**config.mk**
```make
export PLATFORM = sky130hd
export DESIGN_NAME = load_align
export DESIGN_NICKNAME = d
export VERILOG_FILES = /design/src/mem_pkg.sv /design/src/load_align.sv
export SDC_FILE = /design/constraint.sdc
export NUM_CORES = 1
export LEC_CHECK = 0
export ABC_AREA = 1
export BUFFER_PORTS_ARGS = -buffer_cell sky130_fd_sc_hd__buf_2
export CAP_MARGIN = 20
export CORE_MARGIN = 1.5
export CORE_UTILIZATION = 25
export DETAILED_ROUTE_END_ITERATION = 7
export GPL_TIMING_DRIVEN = 0
export SYNTH_ARGS = -nofsm -noshare
export SYNTH_HDL_FRONTEND = slang
export SYNTH_SLANG_ARGS = --single-unit
```
**constraint.sdc**
```tcl
create_clock -name clk -period 3 [get_ports clk]
set_clock_uncertainty 0.1 [all_clocks]
set_input_delay 0.6 -clock clk [delete_from_list [all_inputs] [get_ports clk]]
set_output_delay 0.6 -clock clk [all_outputs]
set_load 0.05 [all_outputs]
```
**src/mem_pkg.sv**
```systemverilog
package mem_pkg;

   // funct3 codes for loads and stores
   localparam logic [2:0] f3_byte   = 3'b000; // lb / sb
   localparam logic [2:0] f3_half   = 3'b001; // lh / sh
   localparam logic [2:0] f3_word   = 3'b010; // lw / sw
   localparam logic [2:0] f3_byte_u = 3'b100; // lbu
   localparam logic [2:0] f3_half_u = 3'b101; // lhu

   // major opcodes
   localparam logic [6:0] op_load  = 7'b0000011;
   localparam logic [6:0] op_store = 7'b0100011;

   // I-type layout, used for loads
   typedef struct packed {
      logic [11:0] imm;    // offset, sign bit at top
      logic [4:0]  rs1;
      logic [2:0]  funct3;
      logic [4:0]  rd;
      logic [6:0]  opcode;
   } i_fmt_t;

   // S-type layout, used for stores
   typedef struct packed {
      logic [6:0]  imm_hi; // offset [11:5]
      logic [4:0]  rs2;
      logic [4:0]  rs1;
      logic [2:0]  funct3;
      logic [4:0]  imm_lo; // offset [4:0]
      logic [6:0]  opcode;
   } s_fmt_t;

   // one instruction word, two decodings
   typedef union packed {
      i_fmt_t i_fmt;
      s_fmt_t s_fmt;
   } instr_t;

   typedef struct packed {
      instr_t      instr;
      logic [31:0] rs1_val; // base address
      logic [31:0] rs2_val; // store data
   } lsu_req_t;

   // decode -> memory
   typedef struct packed {
      logic [31:0] addr;
      logic [3:0]  byte_mask;  // write lane enables
      logic [31:0] wdata;      // already on its lanes
      logic        is_store;
      logic [2:0]  funct3;
      logic        misaligned;
      logic [4:0]  rd;
   } mem_op_t;

   // memory -> alignment
   typedef struct packed {
      logic [31:0] rdata;      // full word as read
      logic [1:0]  byte_off;
      logic [2:0]  funct3;
      logic        is_store;
      logic        misaligned;
      logic [4:0]  rd;
   } mem_rsp_t;

   typedef struct packed {
      logic [31:0] data;       // extended load value, zero otherwise
      logic [4:0]  rd;
      logic        is_store;
      logic        misaligned;
   } lsu_res_t;

endpackage

```
**src/load_align.sv**
```systemverilog
`timescale 1ns/1ns

module load_align import mem_pkg::*; (
   input  logic     clk,
   input  logic     rst,
   input  mem_rsp_t rsp,
   input  logic     rsp_valid,
   output logic     rsp_ready,
   output lsu_res_t res,
   output logic     res_valid,
   input  logic     res_ready
);

   logic [31:0] shifted;   // addressed byte moved to bit 0
   logic [31:0] data;
   lsu_res_t    res_next;
   logic        accept;

   assign shifted = rsp.rdata >> {rsp.byte_off, 3'b000};

   // size select and extension
   always_comb begin
      case (rsp.funct3)
         f3_byte:   data = {{24{shifted[7]}}, shifted[7:0]};    // lb
         f3_half:   data = {{16{shifted[15]}}, shifted[15:0]};  // lh
         f3_byte_u: data = {24'd0, shifted[7:0]};               // lbu
         f3_half_u: data = {16'd0, shifted[15:0]};              // lhu
         default:   data = shifted;                             // lw, offset is zero here
      endcase
      if (rsp.is_store || rsp.misaligned) begin
         data = '0;                                             // nothing to return
      end
   end

   always_comb begin
      res_next            = '0;
      res_next.data       = data;
      res_next.rd         = rsp.rd;
      res_next.is_store   = rsp.is_store;
      res_next.misaligned = rsp.misaligned;
   end

   assign rsp_ready = !res_valid || res_ready;
   assign accept    = rsp_valid && rsp_ready;

   always_ff @(posedge clk or posedge rst) begin
      if (rst) begin
         res_valid <= 1'b0;
      end else if (rsp_ready) begin
         res_valid <= rsp_valid;
      end
   end

   // result held while the consumer stalls
   always_ff @(posedge clk) begin
      if (accept) begin
         res <= res_next;
      end
   end

endmodule

```
==> impl_results.md <==
- Outcome: completed
- R2r setup slk: 1340 ps
- Kind of critical path: primary input to output port
- Max_cap viols: 0
- H-Tree Depth: 2
- Clock Tree Root: clkbuf_8
- Min-delay worst type: primary input to asynchronous set/reset pin
- Gr ovfl total: 0
- Die width: 98.4 um
- Post-CTS Setup Bufs: 0
- Cell taking the most area after synthesis: edfxtp_1
- Layout area overhead: 32.3%
- Routed vias: 2058
- Count leader, synth: nand2_1
- Final Slew Violations: 0
- EDFF count, synth: 39
- First-pass GRT wire length: 9.61 mm
- Detail Placement HPWL: 4.86 mm
- Core footprint: 8760 um^2
- Post-CTS Resized: 0
- Share of layout cells above drive strength 1: 34.7%
- Vias in the first global route: 1984
- Clk Latency, worst-skew pair: 280 ps
- Worst R2R End: res[7]
- Mapped cell area: 2270 um^2
- GPL Wtd Cong: 0.864
- Final Hold Viols: 0
- Final Cycle Share: 59.2%
- DP Cell Count: 457
- Initial core utilization: 26.0%
- CP peak stage delay: 210 ps
- Setup crit start kind: primary input
- DR WL met2: 2.82 mm
- Nets: 404
- Crit-path slowest cell: buf_2
- R2R cell count: 2
- Leak: 1.61 nW
- Final setup vio count: 0
- Slew headroom: 54.1%
- First-pass DRT Iterations: 4
- Post-route ant nets: 0
- VDD IR max: 0.000173 V
- R2R Path Start: res_valid
- Met3 WL: 478 um
- Ys flop type: edfxtp_1
- Global-route usage over all layers: 12.6%
- CTS tree: built
- Num CTS Buffers: 5
- Num Clock Sinks: 40
- Clk buf depth: 2
- CP arrival: 1080 ps
- Top routing layer used: met4
- Largest cells by area after synthesis: edfxtp_1, nand2_1, nand3_1
- CP cell instances: buf_2 > inv_1 > nand2_1 > buf_2
- Average via count per standard cell: 4.43
- Most frequent cell on the critical path: buf_2
- CTS Hold Bufs: 0
- Num rows: 34
- Register area share after synthesis: 52.6%
- Min Tclk post-route: 1780 ps
- Wl on met1: 2.58 mm
- Total die area: 9680 um^2
- Crit. End Element: output port
- Sum Neg Setup Slack: 0 ps
- Critical path required time: 2300 ps
- # fillers: 967
- Yosys top cell area share: 51.5%
- Syn Area/Cell: 8.72 um^2
- Synth async-reset ratio: 2.50%
- Largest net degree at the start of global routing: 21
- RSZ-0062 raised after global routing: no
- Synth top cells by count: nand2_1, edfxtp_1, inv_1
- Syn_nets: 309
- Die Ht: 98.4 um
- Average wire per standard cell: 12.9 um
- Antenna violations before repair: 0
- Clk slew on worst S/H paths: 80 ps
- # IOs: 89
- Setup crit end: rsp_ready
- Drt first-iter violations: 108
- Total Power: 1.46 mW
- Worst slew pin tran: 687 ps
- #FFs+latches synth: 40
- DR DRC count: 0
- Post-synth cell types: 21
- Finished Layout Cells: 465
- Cell area power density: 485 nW/um^2
- Start point of the critical path: res_ready
- Port bufs: 87
- Synth Warn #: 0
- Mapped Cells: 261
- ANT cells: 0
- Peak fanout along the critical path: 2
- Fmax: 0.563 GHz
- Routed WL: 6.00 mm
[stage by stage]
stage                     util, %  setup slack (ps)  instance area, um^2  hold WS, ps
after floorplan                 -               683                 2280          229
after global placement       32.5               136                 2850          335
after detailed placement     32.9               998                 2880          340
after CTS                    34.4              1210                 3010         18.3
after global routing         34.4              1120                 3010         16.0
final                        34.4              1220                 3010         30.2
[final cells by class]
type                            instances  area (um^2)  area share, %
Sequential cell                        40         1200           39.7
Multi-Input combinational cell        174          856           28.4
Timing Repair Buffer                   88          463           15.4
Tap cell                              108          135           4.49
Inverter                               33          129           4.28
Buffer                                 14          105           3.49
Clock buffer                            7         96.3           3.20
Clock inverter                          1         30.0          0.998
[cells in the final DEF, fill, tap and decap left out, types with 2 or more instances in the layout]
master and n:
nand2_1 81, o211a_1 7, a21oi_1 7, nor2_1 27
nand3_4 2, inv_1 31, clkbuf_8 7, nand3_1 25
o21ai_0 10, nand2_2 2, edfxtp_1 39, buf_6 3
clkbuf_1 3, buf_2 93, buf_8 2, nand3_2 9
[flip-flops by register name (all words and copies together) (netlist names)]
register   cells
res           39
res_valid      1
[where the power goes]
part           internal [mW]  total, mW  switching, mW
Clock                  0.294      0.474          0.180
Combinational         0.0960      0.332          0.236
Sequential             0.648      0.655        0.00715
[critical path, delay by kind of cell]
kind / cells / cell delay (ps)
buffers and inverters: 3 / 390
AND/OR/NAND/NOR: 1 / 70
[routing by layer]
metal / global-route usage, % / up-vias
li1: - / 1039
met1: 15.9 / 913
met2: 20.7 / 96
met3: 3.22 / 10
met4: 4.77 / 0
met5: 0 / -
[worst min-delay path by stage]
stage                end  cells past startpoint  startpoint  slack (ps)
3_5_place_dp   res_valid                      2         rst         340
2_1_floorplan  res_valid                      1         rst         230
5_1_grt        res_valid                      2         rst          20
4_1_cts        res_valid                      2         rst          20
3_3_place_gp   res_valid                      2         rst         330
6_report       res_valid                      2         rst          30
[logic make-up (layout without fill, tap and decap cells)]
logic type      count (synthesis)  in the layout  share of synthesized area (%)
buf+inv                        47            143                           10.3
flops                          40             40                           52.6
simple gates                  148            148                           29.9
compound gates                 26             26                           7.26
(Power assumes the default switching activity.)
