**config.mk**
```make
export PLATFORM = sky130hd
export DESIGN_NAME = lsu_decode
export DESIGN_NICKNAME = d
export VERILOG_FILES = /design/src/mem_pkg.sv /design/src/lsu_decode.sv
export SDC_FILE = /design/constraint.sdc
export NUM_CORES = 1
export LEC_CHECK = 0
export BUFFER_PORTS_ARGS = -buffer_cell sky130_fd_sc_hd__buf_4
export CORE_MARGIN = 2
export CORE_UTILIZATION = 51
export CTS_BUF_LIST = sky130_fd_sc_hd__clkbuf_4 sky130_fd_sc_hd__clkbuf_8
export DETAILED_ROUTE_END_ITERATION = 6
export PLACE_DENSITY = 0.85
export SLEW_MARGIN = 20
export SYNTH_ARGS = -nofsm -noshare
export SYNTH_HDL_FRONTEND = slang
export SYNTH_SLANG_ARGS = --single-unit
```
**constraint.sdc**
```tcl
create_clock -name clk -period 3.2 [get_ports clk]
set_clock_uncertainty 0.2 [all_clocks]
set_input_delay 0.32 -clock clk [delete_from_list [all_inputs] [get_ports clk]]
set_output_delay 0.32 -clock clk [all_outputs]
set_load 0.02 [all_outputs]
```
**src/mem_pkg.sv**
```systemverilog
package mem_pkg;

   // funct3 codes for loads and stores
   localparam logic [2:0] f3_byte   = 3'b000; // lb / sb
   localparam logic [2:0] f3_half   = 3'b001; // lh / sh
   localparam logic [2:0] f3_word   = 3'b010; // lw / sw
   localparam logic [2:0] f3_byte_u = 3'b100; // lbu
   localparam logic [2:0] f3_half_u = 3'b101; // lhu

   // major opcodes
   localparam logic [6:0] op_load  = 7'b0000011;
   localparam logic [6:0] op_store = 7'b0100011;

   // I-type layout, used for loads
   typedef struct packed {
      logic [11:0] imm;    // offset, sign bit at top
      logic [4:0]  rs1;
      logic [2:0]  funct3;
      logic [4:0]  rd;
      logic [6:0]  opcode;
   } i_fmt_t;

   // S-type layout, used for stores
   typedef struct packed {
      logic [6:0]  imm_hi; // offset [11:5]
      logic [4:0]  rs2;
      logic [4:0]  rs1;
      logic [2:0]  funct3;
      logic [4:0]  imm_lo; // offset [4:0]
      logic [6:0]  opcode;
   } s_fmt_t;

   // one instruction word, two decodings
   typedef union packed {
      i_fmt_t i_fmt;
      s_fmt_t s_fmt;
   } instr_t;

   typedef struct packed {
      instr_t      instr;
      logic [31:0] rs1_val; // base address
      logic [31:0] rs2_val; // store data
   } lsu_req_t;

   // decode -> memory
   typedef struct packed {
      logic [31:0] addr;
      logic [3:0]  byte_mask;  // write lane enables
      logic [31:0] wdata;      // already on its lanes
      logic        is_store;
      logic [2:0]  funct3;
      logic        misaligned;
      logic [4:0]  rd;
   } mem_op_t;

   // memory -> alignment
   typedef struct packed {
      logic [31:0] rdata;      // full word as read
      logic [1:0]  byte_off;
      logic [2:0]  funct3;
      logic        is_store;
      logic        misaligned;
      logic [4:0]  rd;
   } mem_rsp_t;

   typedef struct packed {
      logic [31:0] data;       // extended load value, zero otherwise
      logic [4:0]  rd;
      logic        is_store;
      logic        misaligned;
   } lsu_res_t;

endpackage

```
**src/lsu_decode.sv**
```systemverilog
`timescale 1ns/1ns

module lsu_decode import mem_pkg::*; (
   input  logic     clk,
   input  logic     rst,
   input  lsu_req_t req,
   input  logic     req_valid,
   output logic     req_ready,
   output mem_op_t  op,
   output logic     op_valid,
   input  logic     op_ready
);

   logic        is_store;   // S-type view selected
   logic [2:0]  funct3;
   logic [31:0] offset;     // sign-extended immediate
   logic [31:0] addr;       // effective address
   logic [1:0]  byte_off;
   logic [3:0]  mask;
   logic [31:0] wdata;
   logic        misaligned;
   logic [4:0]  rd;
   mem_op_t     op_next;
   logic        accept;

   // anything that is not a store is taken as a load
   assign is_store = req.instr.s_fmt.opcode == op_store;
   assign funct3   = req.instr.i_fmt.funct3;  // same bits in both layouts

   always_comb begin
      if (is_store) begin
         offset = {{20{req.instr.s_fmt.imm_hi[6]}},
                   req.instr.s_fmt.imm_hi, req.instr.s_fmt.imm_lo};
      end else begin
         offset = {{20{req.instr.i_fmt.imm[11]}}, req.instr.i_fmt.imm};
      end
   end

   assign addr     = req.rs1_val + offset;
   assign byte_off = addr[1:0];
   assign rd       = is_store ? 5'd0 : req.instr.i_fmt.rd; // stores write no register

   // lane mask and store data placement
   always_comb begin
      mask       = 4'b0000;
      wdata      = req.rs2_val;
      misaligned = 1'b0;
      case (funct3)
         f3_byte, f3_byte_u: begin
            mask  = 4'b0001 << byte_off;                         // any offset is fine
            wdata = {24'd0, req.rs2_val[7:0]} << {byte_off, 3'b000};
         end
         f3_half, f3_half_u: begin
            wdata = {16'd0, req.rs2_val[15:0]} << {byte_off, 3'b000};
            if (byte_off[0]) begin
               misaligned = 1'b1;                               // odd offset
            end else if (byte_off[1]) begin
               mask = 4'b1100;                                  // upper half
            end else begin
               mask = 4'b0011;                                  // lower half
            end
         end
         default: begin                                         // word and unused codes
            if (byte_off != 2'b00) begin
               misaligned = 1'b1;
            end else begin
               mask = 4'b1111;
            end
         end
      endcase
   end

   always_comb begin
      op_next            = '0;
      op_next.addr       = addr;
      op_next.byte_mask  = mask;                                 // zero when misaligned
      op_next.wdata      = wdata;
      op_next.is_store   = is_store;
      op_next.funct3     = funct3;
      op_next.misaligned = misaligned;
      op_next.rd         = rd;
   end

   // skid-free stage register, takes a new item when empty or draining
   assign req_ready = !op_valid || op_ready;
   assign accept    = req_valid && req_ready;

   always_ff @(posedge clk or posedge rst) begin
      if (rst) begin
         op_valid <= 1'b0;
      end else if (req_ready) begin
         op_valid <= req_valid;
      end
   end

   always_ff @(posedge clk) begin
      if (accept) begin
         op <= op_next;                                         // payload, no reset
      end
   end

endmodule

```
==> flow_summary_export.csv <==
group,metric,value,unit
run_status,status,"finished with violations",
run_status,violations,"setup timing",
finish,fin_nets,791,
finish,antenna_cells,0,
die,num_io_pins,180,
sta,layout_setup_ws,-0.0810,ns
power_and_ir_drop,powerDensity,456,nW/um2
die,die_area,10200,um2
finish,drive_gt1_frac,0.378,
sta,finalCriticalPeriod,3.28,ns
finish,fillerInstances,606,
global_routing,grt_first_pass_wirelength,19.9,mm
cts,ctsHtreeMaxLevel,3,
critical_path,crit_path_start_kind,"primary input",
synthesis,synth_ff_type,"edfxtp_1",
sta,max_freq,305,MHz
finish,area_growth,41.9,%
die,rows,35,
critical_path,cp-end-kind,"register",
synthesis,ys_seq_area_frac,0.495,
sta,hold_viol,0,
global_routing,grt_max_degree,79,
synthesis,syn-num-nets,590,
synthesis,yosys_warnings,0,
critical_path,required,3.11,ns
synthesis,ys_ff_latch,79,
routing,drc,0,
critical_path,reg2reg_depth,3,
global_routing,grt_pass1_vias,4134,
cts,clk_pin_slew,0.10,ns
finish,multi_input_area,2420,um2
cts,cts_tree,"built",
cts,cts.sinks,79,
hold_path,min-delay-path-class,"primary input to register",
cts,root_buffer,"clkbuf_8",
finish,layout_commonest_cell,"buf_4",
synthesis,synth_edf_count,78,
routing,ant_nets,0,
placement,placedCellCount,749,
finish,layout.cells.non_filler,775,
cts,cts_buffer_depth,2,
placement,pre_cts_ws,-0.439,ns
global_routing,overflow,0,
die,initial_utilization,0.522,
synthesis,syn_inst,458,
finish,layout_common_cells,"buf_4, edfxtp_1, nand2_1",
sta,worst_pin_slew,0.971,ns
critical_path,cp_max_fo,6,
sta,rsz0062_at_grt,"yes",
power_and_ir_drop,cellLeakagePower,2.90,nW
sta,max-slew-margin-rel,0.351,
die,core,9150,um2
sta,fin_crit_sh,1.03,
routing,wl_per_cell,16.8,um
global_routing,antenna_found_initial,0,
die,dieWidth,101,um
routing,viasPerCell,5.69,
die,die_h,101,um
sta,setup_viol,3,
placement,hpwl,9.50,mm
synthesis,syn-cell-area,4780,um2
routing,drt_first_pass_iters,5,
power_and_ir_drop,p_total,3.09,mW
sta,slew_viol_final,0,
global_routing,track_usage,0.250,
finish,seq_area,2370,um2
critical_path,worstSetupPathType,"primary input to register",
finish,final_util,0.741,
routing,drt_wl_total,13.0,mm
critical_path,arrival,3.19,ns
placement,io_buffers,174,
synthesis,syn_area_per_cell,10.4,um2
cts,numCtsBuffers,9,
flow_run,drv_cap,0,
routing,drt_iter0_markers,210,
power_and_ir_drop,peakVddDrop,0.256,mV
routing,vias,4409,
cts,clock_latency,0.35,ns
synthesis,synthArstFlopShare,0.0127,
placement,place_congestion,0.896,
synthesis,ys_types,51,
hold_path,hold-path-cell-count,3,
-- power breakdown --
group          total, mW  switching, mW  internal, mW
Combinational      0.939          0.510         0.429
Clock              0.859          0.410         0.449
Sequential          1.29         0.0285          1.27
Total               3.09          0.949          2.14
-- cells by family (layout without fill, tap and decap cells) --
| kind of cell | count (synthesis) | count (layout) | share of synthesized area |
|---|---|---|---|
| buffers and inverters | 26 | 232 | 0.0204 |
| adder cells (fa/ha/maj) | 32 | 32 | 0.0853 |
| AO/OA/AOI/OAI | 144 | 144 | 0.188 |
| flip-flops | 79 | 79 | 0.495 |
| AND/OR/NAND/NOR | 148 | 148 | 0.158 |
| XOR/XNOR | 29 | 29 | 0.0531 |
-- metal layers --
| metal | GRT usage | share of wire | vias to the layer above |
|---|---|---|---|
| li1 | - | - | 2109 |
| met1 | 0.307 | 0.38 | 2041 |
| met2 | 0.442 | 0.52 | 226 |
| met3 | 0.0298 | 0.068 | 33 |
| met4 | 0.105 | 0.028 | 0 |
| met5 | 0 | 0 | - |
-- final timing paths --
check,start,endpoint,slack [ns]
max in group asynchronous,rst,op_valid$_DFFE_PP0N_,2.55
setup / recovery,req[67],op[74]$_DFFE_PP_,-0.08
hold reg to reg,op_valid$_DFFE_PP0N_,op_valid$_DFFE_PP0N_,0.36
setup reg to reg,op_valid$_DFFE_PP0N_,op[66]$_DFFE_PP_,1.61
hold / removal,req[22],op[32]$_DFFE_PP_,0.04
min in group asynchronous,rst,op_valid$_DFFE_PP0N_,0.16
-- cells in the mapped netlist (all sizes together), types with 2 or more instances --
cell / number / area, um2
a211oi: 5 / 42.5
a21o: 13 / 97.6
a21oi: 39 / 199
a22oi: 22 / 165
a31oi: 2 / 12.5
and2: 15 / 93.8
and3: 2 / 12.5
and4: 2 / 17.5
clkbuf: 19 / 71.3
edfxtp: 78 / 2340
ha: 31 / 388
inv: 6 / 22.5
nand2: 57 / 214
nand2b: 8 / 50.1
nand3: 6 / 35.0
nand4: 5 / 31.3
nand4b: 2 / 17.5
nor2: 26 / 97.6
nor2b: 8 / 50.1
nor3: 8 / 45.0
nor4bb: 3 / 30.0
o2111ai: 2 / 17.5
o211ai: 2 / 20.0
o21a: 5 / 37.5
o21ai: 44 / 224
o21bai: 2 / 18.8
o31ai: 3 / 22.5
or2: 2 / 15.0
xnor2: 17 / 149
xor2: 12 / 105
-- stage by stage --
step | hold WS, ns | cell area (um2) | setup TNS [ns]
floorplan | -0.151 | 4800 | -0.0100
global placement | -0.0346 | 6370 | -3.92
detailed placement | -0.0319 | 6370 | -6.15
CTS | 0.0241 | 6660 | 0
global route | 0.0311 | 6780 | -0.764
finish | 0.0374 | 6780 | -0.143
-- registers in the layout, indices dropped and copies added, names as in the netlist --
name      cells
op           78
op_valid      1
-- cell type report --
class | count | area share
multi-input combinational | 353 | 0.357
sequential | 79 | 0.349
inverter | 6 | 0.00332
clock buffer | 9 | 0.0183
tap | 111 | 0.0205
clock inverter | 7 | 0.0151
timing repair buffer | 210 | 0.237
-- critical path, stage by stage --
cell and delay, ns:
buf_6 0.10, nor4b_4 0.26, nand4b_1 0.27, nand2_1 0.17, nand2_2 0.07, ha_4 0.17, fa_2 0.36, a21oi_2 0.17
nand4b_1 0.20, a21oi_2 0.12, o21ai_2 0.22, a31oi_2 0.16, a211oi_2 0.32, a21oi_1 0.13, xor2_1 0.15
-- timing repair --
action,in CTS,in global routing
setup buffers,2,4
resized for setup,1,19
hold buffers,4,0
pin swaps,2,19
setup endpoints to repair,6,23
hold endpoints to repair,4,0
(Power assumes the default switching activity.)
